## config.mk

```make
export PLATFORM = sky130hd
export DESIGN_NAME = orange_tracker_top
export DESIGN_NICKNAME = d
export VERILOG_FILES = /design/src/verilog/tracker_pkg.sv /design/src/verilog/orange_tracker_top.sv /design/src/verilog/tracker_fsm.sv /design/src/verilog/direction_classifier.sv /design/src/verilog/orange_detector.sv /design/src/verilog/rgb_unpack.sv
export SDC_FILE = /design/constraint.sdc
export NUM_CORES = 1
export LEC_CHECK = 0
export ABC_AREA = 0
export BUFFER_PORTS_ARGS = -buffer_cell sky130_fd_sc_hd__buf_2
export CAP_MARGIN = 10
export CORE_MARGIN = 8
export CORE_UTILIZATION = 30
export DETAILED_ROUTE_END_ITERATION = 6
export PLACE_DENSITY = 0.48
export SETUP_SLACK_MARGIN = 0.3
export SYNTH_ARGS = -nofsm -noshare
export SYNTH_HDL_FRONTEND = slang
export SYNTH_SLANG_ARGS = --single-unit
```

## constraint.sdc

```tcl
create_clock -name clk -period 4.9 [get_ports clk]
set_input_delay 0.245 -clock clk [delete_from_list [all_inputs] [get_ports clk]]
set_output_delay 0.245 -clock clk [all_outputs]
set_load 0.05 [all_outputs]
```

## src/verilog/tracker_pkg.sv

```systemverilog
// tracker package with shared widths, pixel structs, colour band, remote codes and FSM enums

package tracker_pkg;

  // stored frame buffer pixel in rrrr_gggg_bbbb order
  typedef logic [11:0] pix12_t;

  // one expanded colour channel
  typedef logic [7:0] chan_t;

  // orange pixel count over one frame
  typedef logic [17:0] count_t;

  // one-hot direction with left at the msb and right at the lsb
  typedef logic [2:0] dir_t;

  // key code from the decoded remote
  typedef logic [7:0] ir_code_t;

  typedef struct packed {
    chan_t r;
    chan_t g;
    chan_t b;
  } rgb_t;

  // raw stream from the buffer readout
  typedef struct packed {
    pix12_t data;
    logic   active;
    logic   vsync;
  } pix_in_t;

  // expanded video as it leaves each pipeline stage
  typedef struct packed {
    rgb_t rgb;
    logic active;
  } pix_out_t;

  // orange band with inclusive bounds
  localparam chan_t ORANGE_R_MIN = 8'hc0;
  localparam chan_t ORANGE_G_MIN = 8'h40;
  localparam chan_t ORANGE_G_MAX = 8'hb0;
  localparam chan_t ORANGE_B_MAX = 8'h60;

  // direction encodings
  localparam dir_t DIR_NONE   = 3'b000;
  localparam dir_t DIR_LEFT   = 3'b100;
  localparam dir_t DIR_CENTRE = 3'b010;
  localparam dir_t DIR_RIGHT  = 3'b001;

  // remote key codes
  localparam ir_code_t IR_START  = 8'h12;
  localparam ir_code_t IR_STOP   = 8'h13;
  localparam ir_code_t IR_MANUAL = 8'h14;
  localparam ir_code_t IR_FWD    = 8'h02;
  localparam ir_code_t IR_LEFT   = 8'h04;
  localparam ir_code_t IR_RIGHT  = 8'h06;

  typedef enum logic [1:0] {
    ST_IDLE,
    ST_SEARCH,
    ST_TRACK,
    ST_MANUAL
  } tracker_state_e;

  typedef enum logic [2:0] {
    DRV_STOP,
    DRV_FORWARD,
    DRV_LEFT,
    DRV_RIGHT,
    DRV_SPIN
  } drive_cmd_e;

endpackage
```

## src/verilog/orange_tracker_top.sv

```systemverilog
// orange tracker top, pixel pipeline feeding the classifier and the drive FSM
`timescale 1ns/100ps

module orange_tracker_top import tracker_pkg::*; #(
  parameter int LINE_WIDTH = 640,
  parameter int MIN_PIXELS = 8
) (
  input  logic           clk,
  input  logic           reset,
  input  pix_in_t        pix_in,
  input  logic           ir_valid,
  input  ir_code_t       ir_code,
  output pix_out_t       pix_out,
  output dir_t           direction,
  output logic           orange_detected,
  output count_t         orange_count,
  output logic           frame_done,
  output drive_cmd_e     drive_cmd,
  output tracker_state_e state
);

  // stage 1 video and vsync
  pix_out_t unpacked;
  logic     vsync_d;
  // stage 2 flag and vsync
  logic     is_orange;
  logic     vsync_dd;
  logic     highlight_en;

  rgb_unpack u_rgb_unpack (
    .clk      (clk),
    .reset    (reset),
    .pix_in   (pix_in),
    .unpacked (unpacked),
    .vsync_d  (vsync_d)
  );

  orange_detector u_orange_detector (
    .clk          (clk),
    .reset        (reset),
    .unpacked     (unpacked),
    .vsync_d      (vsync_d),
    .highlight_en (highlight_en),
    .pix_out      (pix_out),
    .is_orange    (is_orange),
    .vsync_dd     (vsync_dd)
  );

  direction_classifier #(
    .LINE_WIDTH (LINE_WIDTH),
    .MIN_PIXELS (MIN_PIXELS)
  ) u_direction_classifier (
    .clk             (clk),
    .reset           (reset),
    .active          (pix_out.active),
    .is_orange       (is_orange),
    .vsync           (vsync_dd),
    .direction       (direction),
    .orange_detected (orange_detected),
    .orange_count    (orange_count),
    .frame_done      (frame_done)
  );

  tracker_fsm u_tracker_fsm (
    .clk             (clk),
    .reset           (reset),
    .ir_valid        (ir_valid),
    .ir_code         (ir_code),
    .frame_done      (frame_done),
    .direction       (direction),
    .orange_detected (orange_detected),
    .highlight_en    (highlight_en),
    .drive_cmd       (drive_cmd),
    .state           (state)
  );

endmodule

```

## src/verilog/tracker_fsm.sv

```systemverilog
// tracker control FSM, maps remote keys and frame results onto drive commands
`timescale 1ns/100ps

module tracker_fsm import tracker_pkg::*; (
  input  logic           clk,
  input  logic           reset,
  input  logic           ir_valid,
  input  ir_code_t       ir_code,
  input  logic           frame_done,
  input  dir_t           direction,
  input  logic           orange_detected,
  output logic           highlight_en,
  output drive_cmd_e     drive_cmd,
  output tracker_state_e state
);

  tracker_state_e state_nxt;
  drive_cmd_e     drive_nxt;

  // steer towards the target third
  function automatic drive_cmd_e dir_to_drive(input dir_t dir);
    case (dir)
      DIR_CENTRE: dir_to_drive = DRV_FORWARD;
      DIR_LEFT:   dir_to_drive = DRV_LEFT;
      DIR_RIGHT:  dir_to_drive = DRV_RIGHT;
      default:    dir_to_drive = DRV_SPIN;
    endcase
  endfunction

  always_comb begin
    state_nxt = state;
    drive_nxt = drive_cmd;

    // frame results, only while searching or tracking
    if (frame_done) begin
      case (state)
        ST_SEARCH, ST_TRACK: begin
          if (orange_detected) begin
            state_nxt = ST_TRACK;
            drive_nxt = dir_to_drive(direction);
          end else begin
            state_nxt = ST_SEARCH;
            drive_nxt = DRV_SPIN;
          end
        end
        default: begin
        end
      endcase
    end

    // a remote key overrides the frame result in the same cycle
    if (ir_valid) begin
      case (ir_code)
        IR_STOP: begin
          state_nxt = ST_IDLE;
          drive_nxt = DRV_STOP;
        end
        IR_START: begin
          state_nxt = ST_SEARCH;
          drive_nxt = DRV_SPIN;
        end
        IR_MANUAL: begin
          state_nxt = ST_MANUAL;
          drive_nxt = DRV_STOP;
        end
        // direct keys only act in manual mode
        IR_FWD: begin
          if (state == ST_MANUAL) drive_nxt = DRV_FORWARD;
        end
        IR_LEFT: begin
          if (state == ST_MANUAL) drive_nxt = DRV_LEFT;
        end
        IR_RIGHT: begin
          if (state == ST_MANUAL) drive_nxt = DRV_RIGHT;
        end
        default: begin
        end
      endcase
    end
  end

  always_ff @(posedge clk) begin
    if (reset) begin
      state     <= ST_IDLE;
      drive_cmd <= DRV_STOP;
    end else begin
      state     <= state_nxt;
      drive_cmd <= drive_nxt;
    end
  end

  // overlay on while the camera drives the robot
  assign highlight_en = (state == ST_SEARCH) || (state == ST_TRACK);

endmodule

```

## src/verilog/direction_classifier.sv

```systemverilog
// direction classifier, counts orange pixels per third of the line and picks a direction per frame
`timescale 1ns/100ps

module direction_classifier import tracker_pkg::*; #(
  parameter int LINE_WIDTH = 640,
  parameter int MIN_PIXELS = 8
) (
  input  logic   clk,
  input  logic   reset,
  input  logic   active,
  input  logic   is_orange,
  input  logic   vsync,
  output dir_t   direction,
  output logic   orange_detected,
  output count_t orange_count,
  output logic   frame_done
);

  localparam int COL_W = $clog2(LINE_WIDTH + 1);
  localparam logic [COL_W-1:0] LEFT_END   = COL_W'(LINE_WIDTH / 3);
  localparam logic [COL_W-1:0] CENTRE_END = COL_W'((2 * LINE_WIDTH) / 3);
  localparam logic [COL_W-1:0] COL_LAST   = COL_W'(LINE_WIDTH);
  localparam count_t COUNT_MAX = '1;
  localparam count_t MIN_COUNT = count_t'(MIN_PIXELS);

  logic [COL_W-1:0] col;
  count_t cnt_left;
  count_t cnt_centre;
  count_t cnt_right;
  logic vsync_q;
  logic decide;
  logic [$bits(count_t)+1:0] total_wide;
  count_t total;
  dir_t best;

  // column within the active line, held at zero during blanking
  always_ff @(posedge clk) begin
    if (reset) begin
      col <= '0;
    end else if (!active) begin
      col <= '0;
    end else if (col != COL_LAST) begin
      col <= col + 1'b1;
    end
  end

  // vsync edge seen one cycle, decision taken the next
  always_ff @(posedge clk) begin
    if (reset) begin
      vsync_q <= 1'b0;
      decide  <= 1'b0;
    end else begin
      vsync_q <= vsync;
      decide  <= vsync && !vsync_q;
    end
  end

  // saturating accumulators per third
  always_ff @(posedge clk) begin
    if (reset || decide) begin
      cnt_left   <= '0;
      cnt_centre <= '0;
      cnt_right  <= '0;
    end else if (active && is_orange) begin
      if (col < LEFT_END) begin
        if (cnt_left != COUNT_MAX) cnt_left <= cnt_left + 1'b1;
      end else if (col < CENTRE_END) begin
        if (cnt_centre != COUNT_MAX) cnt_centre <= cnt_centre + 1'b1;
      end else begin
        if (cnt_right != COUNT_MAX) cnt_right <= cnt_right + 1'b1;
      end
    end
  end

  // frame total, clipped to the count width
  assign total_wide = {2'b00, cnt_left} + {2'b00, cnt_centre} + {2'b00, cnt_right};
  assign total = (total_wide > {2'b00, COUNT_MAX}) ? COUNT_MAX : total_wide[$bits(count_t)-1:0];

  // largest third wins, centre beats left beats right on a tie
  always_comb begin
    if ((cnt_centre >= cnt_left) && (cnt_centre >= cnt_right)) begin
      best = DIR_CENTRE;
    end else if (cnt_left >= cnt_right) begin
      best = DIR_LEFT;
    end else begin
      best = DIR_RIGHT;
    end
  end

  // results held until the next frame end
  always_ff @(posedge clk) begin
    if (reset) begin
      direction       <= DIR_NONE;
      orange_detected <= 1'b0;
      orange_count    <= '0;
      frame_done      <= 1'b0;
    end else begin
      frame_done <= decide;
      if (decide) begin
        orange_count    <= total;
        orange_detected <= (total >= MIN_COUNT);
        direction       <= (total >= MIN_COUNT) ? best : DIR_NONE;
      end
    end
  end

endmodule

```

## src/verilog/orange_detector.sv

```systemverilog
// orange band detector with green highlight overlay on the video path
`timescale 1ns/100ps

module orange_detector import tracker_pkg::*; (
  input  logic     clk,
  input  logic     reset,
  input  pix_out_t unpacked,
  input  logic     vsync_d,
  input  logic     highlight_en,
  output pix_out_t pix_out,
  output logic     is_orange,
  output logic     vsync_dd
);

  logic red_ok;
  logic green_ok;
  logic blue_ok;
  logic orange_now;

  // per-channel band checks
  assign red_ok   = (unpacked.rgb.r >= ORANGE_R_MIN);
  assign green_ok = (unpacked.rgb.g >= ORANGE_G_MIN) && (unpacked.rgb.g <= ORANGE_G_MAX);
  assign blue_ok  = (unpacked.rgb.b <= ORANGE_B_MAX);

  // blanked pixels never count
  assign orange_now = unpacked.active && red_ok && green_ok && blue_ok;

  // stage 2 register, flag and vsync kept in step with video
  always_ff @(posedge clk) begin
    if (reset) begin
      pix_out   <= '0;
      is_orange <= 1'b0;
      vsync_dd  <= 1'b0;
    end else begin
      pix_out.active <= unpacked.active;
      if (orange_now && highlight_en) begin
        // paint target pure green
        pix_out.rgb.r <= 8'h00;
        pix_out.rgb.g <= 8'hff;
        pix_out.rgb.b <= 8'h00;
      end else begin
        pix_out.rgb <= unpacked.rgb;
      end
      is_orange <= orange_now;
      vsync_dd  <= vsync_d;
    end
  end

endmodule

```

## src/verilog/rgb_unpack.sv

```systemverilog
// pixel unpack stage, expands 4:4:4 to 8:8:8 and blanks outside the active area
`timescale 1ns/100ps

module rgb_unpack import tracker_pkg::*; (
  input  logic     clk,
  input  logic     reset,
  input  pix_in_t  pix_in,
  output pix_out_t unpacked,
  output logic     vsync_d
);

  rgb_t expanded;

  // nibble repeat so f maps to ff and 0 to 00
  always_comb begin
    expanded.r = {pix_in.data[11:8], pix_in.data[11:8]};
    expanded.g = {pix_in.data[7:4], pix_in.data[7:4]};
    expanded.b = {pix_in.data[3:0], pix_in.data[3:0]};
    // blanking hides whatever the buffer drives between lines
    if (!pix_in.active) begin
      expanded = '0;
    end
  end

  // stage 1 register
  always_ff @(posedge clk) begin
    if (reset) begin
      unpacked <= '0;
      vsync_d  <= 1'b0;
    end else begin
      unpacked.rgb    <= expanded;
      unpacked.active <= pix_in.active;
      vsync_d         <= pix_in.vsync;
    end
  end

endmodule

```

==> flow_metrics.tcl <==
set metrics [dict create \
    critical_path.max_stage_delay_ns 0.43 \
    finalCritPeriodShare_pct 88.4 \
    clock-sinks 123 \
    run_status "complete, no violations" \
    floorplan.die.width_um 184 \
    floorplan.initialDensity_pct 30.4 \
    final-hold-violation-count 0 \
    netlist_cell_types 72 \
    boundaryPins 78 \
    route.antenna.remaining_nets 0 \
    die_y_um 184 \
    pre_cts_slack_ns 0.125 \
    drt-total-wl_um 22600 \
    yosysWarningCount 0 \
    io_buffer_count 77 \
    die_ar_sq_um 33700 \
    critPathCaptureType "register" \
    final_core_utilization_pct 35.5 \
    numCtsBuffers 17 \
    clock_tree.root_cell "clkbuf_16" \
    grt_usage_pct 13.6 \
    seq_area_frac_synth_pct 29.3 \
    period_needed_ns 4.33 \
    ys_top_cells_by_area "dfxtp_1, ha_1, xnor2_1" \
    kind_of_path_behind_the_tightest_hold_check "input pin to register" \
    finalPower_uw 2270 \
    antenna_found_initial 0 \
    syn-cell-area_sq_um 8420 \
    synth_area_per_cell_sq_um 8.23 \
    critPathArrivalTime_ns 4.62 \
    layout.filler_cells 2908 \
    synthDominantCellAreaShare_pct 29.3 \
    ctsLongestPathBuffers 2 \
    grt_overflow_total 0 \
    post_drt_wl_per_cell_um 15.4 \
    ys_dominant_reg_cell "dfxtp_1" \
    route.vias.total 7199 \
    seq_area_sq_um 2470 \
    lkg_pwr_uw 0.00400 \
    area_growth_syn_to_layout_pct 16.8 \
    multi_input_area_sq_um 5640 \
    synthCells 1023 \
    postSynthRegisterBits 123 \
    htreeDepth 4 \
    crit_chain "ha_1, inv_1, fa_1, nor2_2, o311ai_4, a21oi_1, or2_2, a21oi_1, nor2_1, nor2_1, xnor2_1, ha_2, a21oi_2, o21ai_1, nor2_2, a211oi_2, nor3_1, o2111ai_2, a2111oi_4, o31ai_1" \
    finalMaxSlewViolations 0 \
    synth_edf_count 0 \
    cts_tree "built" \
    unrepaired_setup_endpoints_after_global_routing "false" \
    cap_violations 0 \
    critPathRequiredTime_ns 5.19 \
    synth_async_sr_flop_share_pct 0 \
    layout-drive-gt1-share_pct 15.6 \
    worst_setup_path_start_kind "register" \
    first_global_vias 7115 \
    n_antenna_cell 0 \
    worst_clock_skew_ns 0.0156 \
    synth_area_leader_cell "dfxtp_1" \
    drt_drc_violations_left 0 \
    setup_viol 0 \
    max_slew_margin_pct 22.5 \
    setup_slack_ns 0.570 \
    placed_cells_incl_taps 1442 \
    power_density_nw_per_um2 230 \
    crit_type "register to register" \
    gp_congestion 0.822 \
    synthesis.nets 1148 \
    peakVddDrop_mv 0.198 \
    clk_pin_slew_ns 0.06 \
    drt_first_pass_iters 4 \
    fp-row-count 61 \
    drtIter0Drc 299 \
    layoutNonFillerInstCount 1474 \
    finalSetupTns_ns 0 \
    hold_buffers 0 \
    via_per_inst 4.88 \
    synth.most_common_cell "nor2_1" \
    nets 1210 \
    max_clock_freq_ghz 0.231 \
    detailed_place_hpwl_um 17700 \
    largest_fanout_on_the_critical_path 5 \
    timing_worst_slew_pin_value_ns 1.16 \
    largest_net_degree_at_the_start_of_global_routing 55 \
    yosys-top-cells-count "nor2_1, dfxtp_1, ha_1" \
    cp_slowest_cell "a2111oi_4" \
    worst_skew_pair.late_latency_ns 0.43 \
    grt_first_pass_wirelength_um 36800 \
    floorplan.core_area_sq_um 27700 \
]
-- cells in the final DEF (no fill, tap or decap), drive strengths merged, types with 19 or more instances in the layout --
cell,Yosys,layout
nand3,25,25
clkbuf,21,20
a21oi,77,77
nor2,125,125
and2,24,24
a211oi,19,19
xnor2,63,63
o21ai,36,36
nor3,25,25
nand2,58,58
dfxtp,123,123
ha,98,98
buf,21,85
inv,74,75
-- power breakdown --
part | switching, uW | internal (uW) | leakage [uW] | total, uW
Clock | 476 | 666 | 0.000250 | 1140
Sequential | 6.00 | 1010 | 0.000998 | 1020
Combinational | 75.3 | 27.2 | 0.00275 | 103
Total | 557 | 1710 | 0.00400 | 2270
-- area by class of cell --
type | instances | area share, %
Multi-Input combinational cell | 784 | 57.4
Sequential cell | 123 | 25.1
Tap cell | 378 | 4.81
Clock buffer | 20 | 4.64
Timing Repair Buffer | 85 | 4.53
Inverter | 74 | 2.83
Clock inverter | 10 | 0.725
-- flip-flops by register name, summed over array words and instances (netlist names), 2 cells and up --
signal and cells:
u_direction_classifier.cnt_centre 18, u_direction_classifier.cnt_left 18, u_direction_classifier.cnt_right 18, u_direction_classifier.orange_count 18
u_orange_detector.pix_out 13, u_rgb_unpack.unpacked 13, u_direction_classifier.col 10, u_direction_classifier.direction 3
u_tracker_fsm.drive_cmd 3, u_tracker_fsm.state 2
-- path summary, 6_finish.rpt --
| kind | from | end | slack [ns] | depth (start not counted) |
|---|---|---|---|---|
| max reg2reg | u_direction_classifier.cnt_centre[0] | u_direction_classifier.direction[0] | 0.57 | 20 |
| min | pix_in[10] | u_rgb_unpack.unpacked[21] | 0.02 | 2 |
| max | u_direction_classifier.cnt_centre[0] | u_direction_classifier.direction[0] | 0.57 | 20 |
| min reg2reg | u_direction_classifier.vsync_q | u_direction_classifier.decide | 0.39 | 1 |
-- worst max-delay path, delay by kind of cell, from the launching register on --
family / cells / cell delay [ns]
AOI/OAI and AO/OA: 9 / 1.74
and+or+nand+nor: 6 / 1.08
adders and majority gates: 3 / 0.80
DFF: 1 / 0.34
xor gates and xnor gates: 1 / 0.15
buffers and inverters: 1 / 0.08
-- repair_timing --
item,CTS,global route
hold endpoints to repair,0,0
endpoints found under the setup margin,15,22
pin swaps,1,10
setup buffers,0,2
gates resized for setup,11,37
-- per-layer routing --
| layer | vias to the layer above | track usage (%) | routed length, um |
|---|---|---|---|
| met5 | - | 0 | 0 |
| met4 | 0 | 5.04 | 501 |
| met3 | 20 | 2.55 | 695 |
| met2 | 84 | 23.2 | 10800 |
| met1 | 3358 | 16.7 | 10700 |
| li1 | 3737 | - | - |
-- through the flow --
step,hold WS (ns),instance area (sq um)
6_report,0.0186,9830
4_1_cts,0.00120,9660
3_3_place_gp,0.378,9090
3_5_place_dp,0.385,9090
5_1_grt,0.0117,9830
2_1_floorplan,0.367,8420
-- logic make-up (layout without fill, tap and decap cells) --
logic type	after synthesis	in the layout	synth area share, %
AO/OA/AOI/OAI	237	237	19.4
XOR/XNOR	79	79	8.22
adder cells (fa/ha/maj)	100	100	15.0
buffers and inverters	116	189	6.06
flip-flops	123	123	29.3
multiplexers	4	4	0.490
AND/OR/NAND/NOR	364	364	21.5
Power figures use the tool's default switching activity.
